### config.mk
export PLATFORM = sky130hd
export DESIGN_NAME = noc_rx_tile
export DESIGN_NICKNAME = d
export VERILOG_FILES = /design/src/noc_rx_pkg.sv /design/src/noc_credit_in.sv /design/src/noc_fbits_splitter.sv /design/src/noc_reply_merger.sv /design/src/noc_rx_tile.sv /design/src/rx_payload_csum.sv /design/src/rx_ptr_table.sv
export SDC_FILE = /design/constraint.sdc
export NUM_CORES = 1
export LEC_CHECK = 0
export ABC_AREA = 1
export BUFFER_PORTS_ARGS = -buffer_cell sky130_fd_sc_hd__buf_2
export CAP_MARGIN = 10
export CORE_ASPECT_RATIO = 1.25
export CORE_MARGIN = 2
export CORE_UTILIZATION = 25
export DETAILED_ROUTE_END_ITERATION = 8
export PLACE_DENSITY = 0.44
export RECOVER_POWER = 100
export SLEW_MARGIN = 10
export SYNTH_ARGS = -nofsm -noshare
export SYNTH_HDL_FRONTEND = slang
export SYNTH_HIERARCHICAL = 1
export SYNTH_SLANG_ARGS = --single-unit
export TNS_END_PERCENT = 10
### constraint.sdc
create_clock -name clk -period 9.7 [get_ports clk]
set_input_delay 1.94 -clock clk [delete_from_list [all_inputs] [get_ports clk]]
set_output_delay 1.94 -clock clk [all_outputs]
set_load 0.02 [all_outputs]
### src/noc_rx_pkg.sv
package noc_rx_pkg;

    localparam int NOC_DATA_W   = 64;
    localparam int XY_W         = 4;
    localparam int FBITS_W      = 4;
    localparam int MSG_LEN_W    = 8;
    localparam int FLOW_ID_W    = 4;
    localparam int NUM_FLOWS    = 16;
    localparam int PTR_W        = 16;
    localparam int NOC_CREDITS  = 4;
    localparam int CREDIT_CNT_W = $clog2(NOC_CREDITS + 1);
    localparam int FIFO_IDX_W   = $clog2(NOC_CREDITS);
    localparam int CSUM_WORDS   = NOC_DATA_W / PTR_W;

    // header flit layout
    localparam int DST_X_HI   = 63;
    localparam int DST_X_LO   = 60;
    localparam int DST_Y_HI   = 59;
    localparam int DST_Y_LO   = 56;
    localparam int FBITS_HI   = 55;
    localparam int FBITS_LO   = 52;
    localparam int MSG_LEN_HI = 51;
    localparam int MSG_LEN_LO = 44;
    localparam int SRC_X_HI   = 43;
    localparam int SRC_X_LO   = 40;
    localparam int SRC_Y_HI   = 39;
    localparam int SRC_Y_LO   = 36;
    localparam int OPCODE_HI  = 35;
    localparam int OPCODE_LO  = 32;
    localparam int FLOW_ID_HI = 31;
    localparam int FLOW_ID_LO = 28;
    localparam int VALUE_HI   = 15;
    localparam int VALUE_LO   = 0;

    typedef logic [NOC_DATA_W-1:0] noc_flit_t;
    typedef logic [XY_W-1:0]       xy_t;
    typedef logic [FBITS_W-1:0]    fbits_t;
    typedef logic [MSG_LEN_W-1:0]  msg_len_t;
    typedef logic [FLOW_ID_W-1:0]  flow_id_t;
    typedef logic [PTR_W-1:0]      ptr_t;

    typedef enum logic [3:0] {
        PTR_WR    = 4'd1,
        PTR_RD    = 4'd2,
        PTR_RESP  = 4'd3,
        CSUM_RESP = 4'd4
    } opcode_t;

    localparam fbits_t PAYLOAD_FBITS = 4'h1;
    localparam fbits_t PTR_IF_FBITS  = 4'h2;
    localparam fbits_t REPLY_FBITS   = 4'h8;

    // single header flit reply of length zero
    function automatic noc_flit_t make_reply(
        input xy_t      dst_x,
        input xy_t      dst_y,
        input xy_t      src_x,
        input xy_t      src_y,
        input opcode_t  op,
        input flow_id_t flow,
        input ptr_t     value
    );
        noc_flit_t flit;
        flit = '0;
        flit[DST_X_HI:DST_X_LO]     = dst_x;
        flit[DST_Y_HI:DST_Y_LO]     = dst_y;
        flit[FBITS_HI:FBITS_LO]     = REPLY_FBITS;
        flit[SRC_X_HI:SRC_X_LO]     = src_x;
        flit[SRC_Y_HI:SRC_Y_LO]     = src_y;
        flit[OPCODE_HI:OPCODE_LO]   = op;
        flit[FLOW_ID_HI:FLOW_ID_LO] = flow;
        flit[VALUE_HI:VALUE_LO]     = value;
        return flit;
    endfunction

    // 16-bit ones' complement add with end-around carry
    function automatic ptr_t csum_add(input ptr_t a, input ptr_t b);
        logic [PTR_W:0] s;
        s = {1'b0, a} + {1'b0, b};
        return ptr_t'(s[PTR_W-1:0] + {{(PTR_W-1){1'b0}}, s[PTR_W]});
    endfunction

endpackage

### src/noc_credit_in.sv
module noc_credit_in (
     input  logic                  clk
    ,input  logic                  arst_n

    ,input  noc_rx_pkg::noc_flit_t in_flit
    ,input  logic                  in_val
    ,output logic                  in_yummy

    ,output noc_rx_pkg::noc_flit_t out_flit
    ,output logic                  out_val
    ,input  logic                  out_rdy
);

    noc_rx_pkg::noc_flit_t                 mem [noc_rx_pkg::NOC_CREDITS];
    logic [noc_rx_pkg::FIFO_IDX_W-1:0]     wr_ptr;
    logic [noc_rx_pkg::FIFO_IDX_W-1:0]     rd_ptr;
    logic [noc_rx_pkg::CREDIT_CNT_W-1:0]   count;
    logic                                  pop;

    assign out_val  = count != '0;
    assign out_flit = mem[rd_ptr];
    assign pop      = out_val & out_rdy;
    // one credit back per dequeued flit
    assign in_yummy = pop;

    // one entry per credit held by the sender
    always_ff @(posedge clk) begin
        if (in_val) begin
            mem[wr_ptr] <= in_flit;
        end
    end

    always_ff @(posedge clk or negedge arst_n) begin
        if (!arst_n) begin
            wr_ptr <= '0;
            rd_ptr <= '0;
            count  <= '0;
        end else begin
            if (in_val) begin
                wr_ptr <= wr_ptr + 1'b1;
            end
            if (pop) begin
                rd_ptr <= rd_ptr + 1'b1;
            end
            case ({in_val, pop})
                2'b10:   count <= count + 1'b1;
                2'b01:   count <= count - 1'b1;
                default: count <= count;
            endcase
        end
    end

endmodule

### src/noc_fbits_splitter.sv
module noc_fbits_splitter (
     input  logic                  clk
    ,input  logic                  arst_n

    ,input  noc_rx_pkg::noc_flit_t in_flit
    ,input  logic                  in_val
    ,output logic                  in_rdy

    ,output noc_rx_pkg::noc_flit_t pay_flit
    ,output logic                  pay_val
    ,input  logic                  pay_rdy

    ,output noc_rx_pkg::noc_flit_t ptr_flit
    ,output logic                  ptr_val
    ,input  logic                  ptr_rdy
);

    typedef enum logic [1:0] {
        ST_IDLE,
        ST_FWD,
        ST_DROP
    } state_t;

    state_t                 state;
    noc_rx_pkg::msg_len_t   remaining;
    logic                   tgt_pay;

    noc_rx_pkg::fbits_t     hdr_fbits;
    noc_rx_pkg::msg_len_t   hdr_len;
    logic                   hdr_pay;
    logic                   hdr_ptr;
    logic                   sel_pay;
    logic                   sel_ptr;
    logic                   xfer;

    assign hdr_fbits = in_flit[noc_rx_pkg::FBITS_HI:noc_rx_pkg::FBITS_LO];
    assign hdr_len   = in_flit[noc_rx_pkg::MSG_LEN_HI:noc_rx_pkg::MSG_LEN_LO];
    assign hdr_pay   = hdr_fbits == noc_rx_pkg::PAYLOAD_FBITS;
    assign hdr_ptr   = hdr_fbits == noc_rx_pkg::PTR_IF_FBITS;

    // target of the flit at the head of the input
    always_comb begin
        sel_pay = 1'b0;
        sel_ptr = 1'b0;
        case (state)
            ST_IDLE: begin
                sel_pay = hdr_pay;
                sel_ptr = hdr_ptr;
            end
            ST_FWD: begin
                sel_pay = tgt_pay;
                sel_ptr = ~tgt_pay;
            end
            default: begin
                sel_pay = 1'b0;
                sel_ptr = 1'b0;
            end
        endcase
    end

    assign pay_flit = in_flit;
    assign ptr_flit = in_flit;
    assign pay_val  = in_val & sel_pay;
    assign ptr_val  = in_val & sel_ptr;
    // unknown fbits are swallowed
    assign in_rdy   = sel_pay ? pay_rdy : (sel_ptr ? ptr_rdy : 1'b1);
    assign xfer     = in_val & in_rdy;

    always_ff @(posedge clk or negedge arst_n) begin
        if (!arst_n) begin
            state     <= ST_IDLE;
            remaining <= '0;
            tgt_pay   <= 1'b0;
        end else if (xfer) begin
            if (state == ST_IDLE) begin
                remaining <= hdr_len;
                tgt_pay   <= hdr_pay;
                if (hdr_len != '0) begin
                    state <= (hdr_pay | hdr_ptr) ? ST_FWD : ST_DROP;
                end
            end else begin
                remaining <= remaining - 1'b1;
                if (remaining == noc_rx_pkg::msg_len_t'(1)) begin
                    state <= ST_IDLE;
                end
            end
        end
    end

endmodule

### src/noc_reply_merger.sv
module noc_reply_merger (
     input  logic                  clk
    ,input  logic                  arst_n

    ,input  noc_rx_pkg::noc_flit_t r0_flit
    ,input  logic                  r0_val
    ,output logic                  r0_rdy

    ,input  noc_rx_pkg::noc_flit_t r1_flit
    ,input  logic                  r1_val
    ,output logic                  r1_rdy

    ,output noc_rx_pkg::noc_flit_t out_flit
    ,output logic                  out_val
    ,input  logic                  out_yummy
);

    logic [noc_rx_pkg::CREDIT_CNT_W-1:0] credits;
    logic                                credit_ok;
    logic                                grant;

    assign credit_ok = credits != '0;
    // every reply is one flit, so no message lock
    assign r0_rdy    = credit_ok;
    assign r1_rdy    = credit_ok & ~r0_val;
    assign grant     = credit_ok & (r0_val | r1_val);

    always_ff @(posedge clk) begin
        if (grant) begin
            out_flit <= r0_val ? r0_flit : r1_flit;
        end
    end

    always_ff @(posedge clk or negedge arst_n) begin
        if (!arst_n) begin
            out_val <= 1'b0;
            credits <= noc_rx_pkg::CREDIT_CNT_W'(noc_rx_pkg::NOC_CREDITS);
        end else begin
            out_val <= grant;
            case ({out_yummy, grant})
                2'b10:   credits <= credits + 1'b1;
                2'b01:   credits <= credits - 1'b1;
                default: credits <= credits;
            endcase
        end
    end

endmodule

### src/noc_rx_tile.sv
module noc_rx_tile #(
     parameter int src_x = 0
    ,parameter int src_y = 0
)(
     input  logic                  clk
    ,input  logic                  arst_n

    ,input  noc_rx_pkg::noc_flit_t in_flit
    ,input  logic                  in_val
    ,output logic                  in_yummy

    ,output noc_rx_pkg::noc_flit_t out_flit
    ,output logic                  out_val
    ,input  logic                  out_yummy
);

    noc_rx_pkg::noc_flit_t  cin_flit;
    logic                   cin_val;
    logic                   cin_rdy;

    noc_rx_pkg::noc_flit_t  pay_flit;
    logic                   pay_val;
    logic                   pay_rdy;

    noc_rx_pkg::noc_flit_t  ptr_flit;
    logic                   ptr_val;
    logic                   ptr_rdy;

    noc_rx_pkg::noc_flit_t  r0_flit;
    logic                   r0_val;
    logic                   r0_rdy;

    noc_rx_pkg::noc_flit_t  r1_flit;
    logic                   r1_val;
    logic                   r1_rdy;

    noc_credit_in u_credit_in (
         .clk       (clk        )
        ,.arst_n    (arst_n     )
        ,.in_flit   (in_flit    )
        ,.in_val    (in_val     )
        ,.in_yummy  (in_yummy   )
        ,.out_flit  (cin_flit   )
        ,.out_val   (cin_val    )
        ,.out_rdy   (cin_rdy    )
    );

    noc_fbits_splitter u_splitter (
         .clk       (clk        )
        ,.arst_n    (arst_n     )
        ,.in_flit   (cin_flit   )
        ,.in_val    (cin_val    )
        ,.in_rdy    (cin_rdy    )
        ,.pay_flit  (pay_flit   )
        ,.pay_val   (pay_val    )
        ,.pay_rdy   (pay_rdy    )
        ,.ptr_flit  (ptr_flit   )
        ,.ptr_val   (ptr_val    )
        ,.ptr_rdy   (ptr_rdy    )
    );

    rx_payload_csum #(
         .src_x (src_x)
        ,.src_y (src_y)
    ) u_payload_csum (
         .clk           (clk        )
        ,.arst_n        (arst_n     )
        ,.in_flit       (pay_flit   )
        ,.in_val        (pay_val    )
        ,.in_rdy        (pay_rdy    )
        ,.reply_flit    (r0_flit    )
        ,.reply_val     (r0_val     )
        ,.reply_rdy     (r0_rdy     )
    );

    rx_ptr_table #(
         .src_x (src_x)
        ,.src_y (src_y)
    ) u_ptr_table (
         .clk           (clk        )
        ,.arst_n        (arst_n     )
        ,.in_flit       (ptr_flit   )
        ,.in_val        (ptr_val    )
        ,.in_rdy        (ptr_rdy    )
        ,.reply_flit    (r1_flit    )
        ,.reply_val     (r1_val     )
        ,.reply_rdy     (r1_rdy     )
    );

    // payload replies win over pointer replies
    noc_reply_merger u_reply_merger (
         .clk       (clk        )
        ,.arst_n    (arst_n     )
        ,.r0_flit   (r0_flit    )
        ,.r0_val    (r0_val     )
        ,.r0_rdy    (r0_rdy     )
        ,.r1_flit   (r1_flit    )
        ,.r1_val    (r1_val     )
        ,.r1_rdy    (r1_rdy     )
        ,.out_flit  (out_flit   )
        ,.out_val   (out_val    )
        ,.out_yummy (out_yummy  )
    );

endmodule

### src/rx_payload_csum.sv
module rx_payload_csum #(
     parameter int src_x = 0
    ,parameter int src_y = 0
)(
     input  logic                  clk
    ,input  logic                  arst_n

    ,input  noc_rx_pkg::noc_flit_t in_flit
    ,input  logic                  in_val
    ,output logic                  in_rdy

    ,output noc_rx_pkg::noc_flit_t reply_flit
    ,output logic                  reply_val
    ,input  logic                  reply_rdy
);

    typedef enum logic {
        ST_HDR,
        ST_BODY
    } state_t;

    state_t                 state;
    noc_rx_pkg::msg_len_t   remaining;
    noc_rx_pkg::ptr_t       sum;
    noc_rx_pkg::xy_t        req_x;
    noc_rx_pkg::xy_t        req_y;
    noc_rx_pkg::flow_id_t   req_flow;

    noc_rx_pkg::noc_flit_t  q_mem [2];
    logic                   q_wr;
    logic                   q_rd;
    logic [1:0]             q_cnt;

    noc_rx_pkg::ptr_t       sum_next;
    noc_rx_pkg::xy_t        rep_x;
    noc_rx_pkg::xy_t        rep_y;
    noc_rx_pkg::flow_id_t   rep_flow;
    noc_rx_pkg::ptr_t       rep_sum;
    logic                   is_hdr;
    logic                   last_flit;
    logic                   xfer;
    logic                   q_push;
    logic                   q_pop;

    // fold the four words of the current flit into the running sum
    always_comb begin
        sum_next = sum;
        for (int i = 0; i < noc_rx_pkg::CSUM_WORDS; i++) begin
            sum_next = noc_rx_pkg::csum_add(sum_next,
                in_flit[i*noc_rx_pkg::PTR_W +: noc_rx_pkg::PTR_W]);
        end
    end

    assign is_hdr    = state == ST_HDR;
    assign last_flit = is_hdr
        ? (in_flit[noc_rx_pkg::MSG_LEN_HI:noc_rx_pkg::MSG_LEN_LO] == '0)
        : (remaining == noc_rx_pkg::msg_len_t'(1));
    // stall only a flit that would push into a full queue
    assign in_rdy    = ~(last_flit & (q_cnt == 2'd2));
    assign xfer      = in_val & in_rdy;
    assign q_push    = xfer & last_flit;
    assign q_pop     = reply_val & reply_rdy;

    // zero-length message replies straight from its header
    assign rep_x    = is_hdr ? in_flit[noc_rx_pkg::SRC_X_HI:noc_rx_pkg::SRC_X_LO] : req_x;
    assign rep_y    = is_hdr ? in_flit[noc_rx_pkg::SRC_Y_HI:noc_rx_pkg::SRC_Y_LO] : req_y;
    assign rep_flow = is_hdr ? in_flit[noc_rx_pkg::FLOW_ID_HI:noc_rx_pkg::FLOW_ID_LO]
                             : req_flow;
    assign rep_sum  = is_hdr ? '0 : sum_next;

    assign reply_val  = q_cnt != 2'd0;
    assign reply_flit = q_mem[q_rd];

    always_ff @(posedge clk) begin
        if (xfer) begin
            if (is_hdr) begin
                sum      <= '0;
                req_x    <= rep_x;
                req_y    <= rep_y;
                req_flow <= rep_flow;
            end else begin
                sum <= sum_next;
            end
        end
        if (q_push) begin
            q_mem[q_wr] <= noc_rx_pkg::make_reply(rep_x, rep_y,
                noc_rx_pkg::xy_t'(src_x), noc_rx_pkg::xy_t'(src_y),
                noc_rx_pkg::CSUM_RESP, rep_flow, rep_sum);
        end
    end

    always_ff @(posedge clk or negedge arst_n) begin
        if (!arst_n) begin
            state     <= ST_HDR;
            remaining <= '0;
            q_wr      <= 1'b0;
            q_rd      <= 1'b0;
            q_cnt     <= 2'd0;
        end else begin
            if (xfer) begin
                state <= last_flit ? ST_HDR : ST_BODY;
                if (is_hdr) begin
                    remaining <= in_flit[noc_rx_pkg::MSG_LEN_HI:noc_rx_pkg::MSG_LEN_LO];
                end else begin
                    remaining <= remaining - 1'b1;
                end
            end
            if (q_push) begin
                q_wr <= ~q_wr;
            end
            if (q_pop) begin
                q_rd <= ~q_rd;
            end
            case ({q_push, q_pop})
                2'b10:   q_cnt <= q_cnt + 2'd1;
                2'b01:   q_cnt <= q_cnt - 2'd1;
                default: q_cnt <= q_cnt;
            endcase
        end
    end

endmodule

### src/rx_ptr_table.sv
module rx_ptr_table #(
     parameter int src_x = 0
    ,parameter int src_y = 0
)(
     input  logic                  clk
    ,input  logic                  arst_n

    ,input  noc_rx_pkg::noc_flit_t in_flit
    ,input  logic                  in_val
    ,output logic                  in_rdy

    ,output noc_rx_pkg::noc_flit_t reply_flit
    ,output logic                  reply_val
    ,input  logic                  reply_rdy
);

    noc_rx_pkg::ptr_t       ptr_tbl [noc_rx_pkg::NUM_FLOWS];
    noc_rx_pkg::msg_len_t   remaining;

    noc_rx_pkg::opcode_t    req_op;
    noc_rx_pkg::flow_id_t   req_flow;
    logic                   is_hdr;
    logic                   xfer;
    logic                   hdr_xfer;

    assign req_op   = noc_rx_pkg::opcode_t'(in_flit[noc_rx_pkg::OPCODE_HI:noc_rx_pkg::OPCODE_LO]);
    assign req_flow = in_flit[noc_rx_pkg::FLOW_ID_HI:noc_rx_pkg::FLOW_ID_LO];
    // body count drained means the next flit is a header
    assign is_hdr   = remaining == '0;
    assign in_rdy   = ~reply_val;
    assign xfer     = in_val & in_rdy;
    assign hdr_xfer = xfer & is_hdr;

    always_ff @(posedge clk) begin
        if (hdr_xfer && req_op == noc_rx_pkg::PTR_RD) begin
            reply_flit <= noc_rx_pkg::make_reply(
                in_flit[noc_rx_pkg::SRC_X_HI:noc_rx_pkg::SRC_X_LO],
                in_flit[noc_rx_pkg::SRC_Y_HI:noc_rx_pkg::SRC_Y_LO],
                noc_rx_pkg::xy_t'(src_x), noc_rx_pkg::xy_t'(src_y),
                noc_rx_pkg::PTR_RESP, req_flow, ptr_tbl[req_flow]);
        end
    end

    always_ff @(posedge clk or negedge arst_n) begin
        if (!arst_n) begin
            remaining <= '0;
            reply_val <= 1'b0;
            for (int i = 0; i < noc_rx_pkg::NUM_FLOWS; i++) begin
                ptr_tbl[i] <= '0;
            end
        end else begin
            if (xfer) begin
                remaining <= is_hdr
                    ? in_flit[noc_rx_pkg::MSG_LEN_HI:noc_rx_pkg::MSG_LEN_LO]
                    : remaining - 1'b1;
            end
            if (hdr_xfer && req_op == noc_rx_pkg::PTR_WR) begin
                ptr_tbl[req_flow] <= in_flit[noc_rx_pkg::VALUE_HI:noc_rx_pkg::VALUE_LO];
            end
            if (hdr_xfer && req_op == noc_rx_pkg::PTR_RD) begin
                reply_val <= 1'b1;
            end else if (reply_rdy) begin
                reply_val <= 1'b0;
            end
        end
    end

endmodule

=== After elaboration in Yosys (flattened, before gate mapping) ===
Memories as Yosys holds them, arrays and structs flattened.
Index checks and enable logic that the tools add are counted.
Widths: inputs -> output; s select.

* Memories kept: 2
* Output and inout port bits: 66
* Flip-flop bits (word level): 420
* Bits in writable memories: 312

{| class="wikitable"
|+ Memory list
! name !! words !! bits a word !! read ports !! clocked after Yosys merged registers in !! wr ports !! RTL line !! source
|-
| u_credit_in.mem || 4 || 64 || 1 || 0 || 1 || noc_credit_in.sv:14 || <nowiki>noc_rx_pkg::noc_flit_t mem [noc_rx_pkg::NOC_CREDITS];</nowiki>
|-
| u_payload_csum.q_mem || 2 || 28 || 1 || 0 || 1 || rx_payload_csum.sv:29 || <nowiki>noc_rx_pkg::noc_flit_t q_mem [2];</nowiki>
|}

* Equal/unequal tests: 15
* Bitwise operators: 21
* Mux-type cells: 33
* Reductions and logical operators: 18
* $add $sub $neg: 19
* $lt $le $gt $ge: 2

{| class="wikitable"
|+ Operators with widths
! operator !! count
|-
| $bwmux 256 || 1
|-
| $add 16x16->17 || 4
|-
| $add 16x1->16 || 4
|-
| $bmux 16 s4 || 1
|-
| $demux 16 s4 || 1
|-
| $mux 16 || 4
|-
| $mux 64 || 1
|-
| $mux 8 || 3
|-
| $sub 8x1->8 const B || 3
|-
| $eq 8x1->1 const B || 2
|-
| $logic_not 8->1 || 2
|-
| $mux 4 || 3
|-
| $pmux 3 s2 || 2
|-
| $reduce_bool 2->1 || 6
|-
| $and 1x1->1 || 11
|-
| $mux 1 || 10
|-
| $eq 2x1->1 const B || 4
|-
| $eq 2x2->1 const B || 4
|-
| $eq 4x1->1 const B || 2
|-
| $eq 4x2->1 const B || 2
|-
| $mux 2 || 4
|-
| $reduce_bool 8->1 || 1
|-
| $not 1->1 || 7
|-
| $add 2x1->2 const B || 3
|-
| other kinds (15) || 23
|}

=== Depth between registers and ports, before layout ===
An unclocked memory read counts as a cell.

* Depth in word-level cells: 10
* Mapped depth: 93

=== Hierarchy ===
The synthesis kept the hierarchy.

{| class="wikitable"
|+ By module, submodules not included
! module !! seq. area each (µm²) !! times used !! cells an instance !! area each (µm²)
|-
| rx_ptr_table || 7472.2 || 1 || 1979 || 15185.8
|-
| noc_credit_in || 7862.5 || 1 || 803 || 10588.9
|-
| rx_payload_csum || 2847.7 || 1 || 1458 || 9621.7
|-
| noc_reply_merger || 2023.2 || 1 || 160 || 3074.2
|-
| noc_fbits_splitter || 275.3 || 1 || 261 || 1883.1
|}

=== Least setup slack after synthesis ===
OpenSTA, ideal clock, no wires.

* Kind: flip-flop to flip-flop
* From: reg u_credit_in/rd_ptr[0] (netlist name)
* To: mem u_payload_csum/q_mem[0][14] (netlist name) (data pin)
* Slack: -0.588 ns
* Period minus slack after synthesis: 10.288 ns
* Buffers on the path: 3
* Stages on the path, launching flop included: 87
* Arrival time: 10.029 ns
* Path through: dfrtp_1 -> inv_2 -> buf_6 -> buf_6 -> o211ai_1 -> nand2_1 -> buf_4 -> ha_1 -> inv_1 -> fa_1 -> inv_1 -> nand3_1 -> nand2_1 -> nand2_1 -> nand2_1 -> nand2_1 -> nand2_1 -> a21oi_1 -> [51 not listed] -> ha_1 -> nand2_1 -> nor2_1 -> and2_1 -> nand2_1 -> nand2_1 -> a21oi_1 -> o21bai_1 -> ha_1 -> nand2_1 -> nor3_2 -> nand3_1 -> nor2_1 -> nand3_1 -> nor2_2 -> nand3_2 -> o21ai_1 -> nor2_1

* Longest elaborated chain between the ends: 10

{| class="wikitable"
|+ RTL lines
! element !! RTL line !! source
|-
| start, declared || noc_credit_in.sv:16 || <nowiki>logic [noc_rx_pkg::FIFO_IDX_W-1:0] rd_ptr;</nowiki>
|-
| start signal, assigned || noc_credit_in.sv:43 || <nowiki>rd_ptr <= rd_ptr + 1'b1;</nowiki>
|-
| $mem_v2 4x64 || n/a ||
|-
| net cin_flit[0] || noc_rx_tile.sv:17 || <nowiki>noc_rx_pkg::noc_flit_t cin_flit;</nowiki>
|-
| $add 16x16->17 || noc_rx_pkg.sv:79 || <nowiki>s = {1'b0, a} + {1'b0, b};</nowiki>
|-
| $add 16x1->16 || noc_rx_pkg.sv:80 || <nowiki>return ptr_t'(s[PTR_W-1:0] + {{(PTR_W-1){1'b0}}, s[PTR_W]});</nowiki>
|-
| $add 16x16->17 || noc_rx_pkg.sv:79 ||
|-
| $add 16x1->16 || noc_rx_pkg.sv:80 ||
|-
| $add 16x16->17 || noc_rx_pkg.sv:79 ||
|-
| $add 16x1->16 || noc_rx_pkg.sv:80 ||
|-
| $add 16x16->17 || noc_rx_pkg.sv:79 ||
|-
| $add 16x1->16 || noc_rx_pkg.sv:80 ||
|-
| $mux 16 || rx_payload_csum.sv:69 || <nowiki>assign rep_sum = is_hdr ? '0 : sum_next;</nowiki>
|-
| net u_payload_csum.rep_sum[14] || rx_payload_csum.sv:38 || <nowiki>noc_rx_pkg::ptr_t rep_sum;</nowiki>
|-
| end, declared || rx_payload_csum.sv:29 ||
|}

The timed path passes the listed nets, and every way through them passes these cells.

=== Worst setup path after layout ===
* From: reg u_credit_in/rd_ptr[0] (netlist name)
* To: reg u_payload_csum.sum[15] (data pin)

* Longest elaborated chain between the ends: 10

{| class="wikitable"
|+ RTL lines
! element !! RTL line !! source
|-
| $mem_v2 4x64 || n/a ||
|-
| net cin_flit[9] || noc_rx_tile.sv:17 ||
|-
| $add 16x16->17 || noc_rx_pkg.sv:79 ||
|-
| $add 16x1->16 || noc_rx_pkg.sv:80 ||
|-
| $add 16x16->17 || noc_rx_pkg.sv:79 ||
|-
| $add 16x1->16 || noc_rx_pkg.sv:80 ||
|-
| $add 16x16->17 || noc_rx_pkg.sv:79 ||
|-
| $add 16x1->16 || noc_rx_pkg.sv:80 ||
|-
| $add 16x16->17 || noc_rx_pkg.sv:79 ||
|-
| $add 16x1->16 || noc_rx_pkg.sv:80 ||
|-
| $mux 16 || n/a ||
|-
| net u_payload_csum.rep_sum[15] || rx_payload_csum.sv:38 ||
|-
| end signal, assigned || rx_payload_csum.sv:82 || <nowiki>sum <= sum_next;</nowiki>
|-
| end, declared || rx_payload_csum.sv:24 || <nowiki>noc_rx_pkg::ptr_t sum;</nowiki>
|}

The timed path passes the listed nets, and every way through them passes these cells.
A chain may end at the register's enable or synchronous reset.

==> reports/metrics.yaml <==
detailed_routing:
  drc: 0
  first_iter_violations: 1937
  drtAntennaViolNets: 0
  drt_pre_antenna_iters: 7
  wl_per_cell_um: 17.1
  routed_via_density: 4.36
  vias: 30900
  routed_wl_um: 121000
layout:
  fin_nets: 5097
  drive_gt1_frac: 0.175
  final-instance-count-excl-fill: 7085
  synthToLayoutAreaGrowth_pct: 18.6
  final_common_cell: "nand2_1"
  final_cell_mix: "nand2_1 (1,812), nand3_1 (433), edfxtp_1 (432)"
setup_path:
  required_ns: 10.14
  cp.arrival_ns: 10.71
  worst_setup_path_end_kind: "register"
  crit_path_max_fanout: 7
  slowest_stage: "dfrtp_2"
  slowest_delay_ns: 0.47
  startpoint_type: "register"
  crit_type: "register to register"
  critPathMostFrequentCell: "nand2_2"
clock_network:
  tritoncts: "yes"
  h-tree-depth: 3
  clk_latency_ns: 0.71
  root_buffer: "clkbuf_16"
  path_clk_slew_ns: 0.06
  clock_path_buffers: 3
  cts.sinks: 732
  numCtsBuffers: 86
status:
  violations: "max-capacitance violations, max-slew violations, negative setup slack"
  outcome: "complete, but fails checks"
global_routing:
  gr-total-overflow: 0
  gr-usage-met1: 0.190
  track_usage: 0.146
  grt_first_pass_wirelength_um: 185000
  grt_max_degree: 153
  top_usage_layer: "met2"
  use_met3: 0.0229
  antenna_found_initial: 7
  grt_pass1_vias: 30300
  use_met2: 0.252
sta:
  fin_ws_ns: -0.574
  period_share: 1.06
  worst_pin_slew_ns: 4.99
  fmaxAchievable_mhz: 97.3
  max_slew_margin: -2.33
  rsz0062_at_grt: "yes"
  report.final.slew_viol_count: 643
  finalSetupViolCount: 45
  finalCriticalPeriod_ns: 10.27
  fin_worst_skew_ns: 0.0435
  final_hold_viol_count: 0
flow_run:
  maxCapViolations: 10
logic_synthesis:
  syn-instance-count: 4637
  netlist_area_mm2: 0.0402
  postSynthAreaPerCell_um2: 8.66
  ys_warn_count: 6
place:
  preCtsSetupSlack_ns: -1.04
  dp_hpwl_um: 81200
  place_congestion: 0.836
  io_buffers: 133
  dp.cells: 6860
floorplanning:
  chipHeight_um: 452
  num_rows: 164
  die_w_um: 363
  initial_core_util: 0.252
  ioPinCount: 134
  core_area_mm2: 0.160
  die_area_mm2: 0.164
min_path:
  hold_class: "register to register"
## metrics by stage
stage	hold slack, ns	area (um^2)	TNS, ns	util
after floorplan	0.442	40600	-4.40	-
after global placement	0.451	43800	-32.55	0.274
after detailed placement	0.457	43800	-41.23	0.274
after CTS	0.464	47400	-14.68	0.297
after global routing	0.484	47700	-51.68	0.298
final	0.467	47700	-16.74	0.298
## sequential cells by signal (all words and copies together), names as in the netlist, 4 cells and up
name / flops
u_payload_csum/sum: 16
u_ptr_table/remaining: 8
u_payload_csum/req_y: 4
u_payload_csum/remaining: 8
u_ptr_table/reply_flit: 28
u_splitter/remaining: 8
u_payload_csum/req_flow: 4
u_credit_in/mem: 256
u_reply_merger/out_flit: 64
u_ptr_table/ptr_tbl: 256
u_payload_csum/q_mem: 56
u_payload_csum/req_x: 4
## worst max-delay path, delay by kind of cell (launching register included)
family / cells / cell delay [ns]
AND/OR/NAND/NOR: 52 / 5.03
flip-flops: 1 / 0.47
AO/OA/AOI/OAI: 10 / 1.07
XOR/XNOR: 2 / 0.19
adder cells (fa/ha/maj): 10 / 2.37
buffers and inverters: 10 / 0.83
## final timing paths
check	startpoint	endpoint	slack, ns	depth (start not counted)
hold / removal	u_reply_merger/credits[2]$_DFFE_PN1P_	u_reply_merger/credits[2]$_DFFE_PN1P_	0.47	2
setup / recovery	u_credit_in/rd_ptr[0]$_DFFE_PN0P_	u_payload_csum/sum[15]$_DFFE_PP_	-0.57	84
hold reg to reg	u_reply_merger/credits[2]$_DFFE_PN1P_	u_reply_merger/credits[2]$_DFFE_PN1P_	0.47	2
min in group asynchronous	arst_n	u_ptr_table/ptr_tbl[201]$_DFFE_PN0P_	3.06	1
setup reg to reg	u_credit_in/rd_ptr[0]$_DFFE_PN0P_	u_payload_csum/sum[15]$_DFFE_PP_	-0.57	84
max in group asynchronous	arst_n	u_credit_in/rd_ptr[1]$_DFFE_PN0P_	1.91	2
## area by class of cell
cell class	instances	area, um^2
Tap cell	2075	2600
Clock inverter	46	567
Sequential cell	732	20500
Clock buffer	112	2370
Timing Repair Buffer	532	3550
Timing Repair inverter	2	15.0
Multi-Input combinational cell	3147	16400
Fill cell	16900	112000
Antenna cell	1	2.50
Inverter	438	1650
## what timing repair did
action                     CTS  global route
hold buffers                 0             0
buffers inserted            49            20
gates cloned                 2             0
setup endpoints to repair   48            48
pin swaps                   54            89
resized for setup           72            88
## layer usage
metal	part of all wire	vias to the layer above
li1	-	15400
met2	0.49	562
met5	0.00067	-
met1	0.45	14800
met3	0.041	142
met4	0.019	12
Power is left out: the tool's default activity adds up to more than one toggle a clock period on the data nets, which glitch-free logic cannot reach.
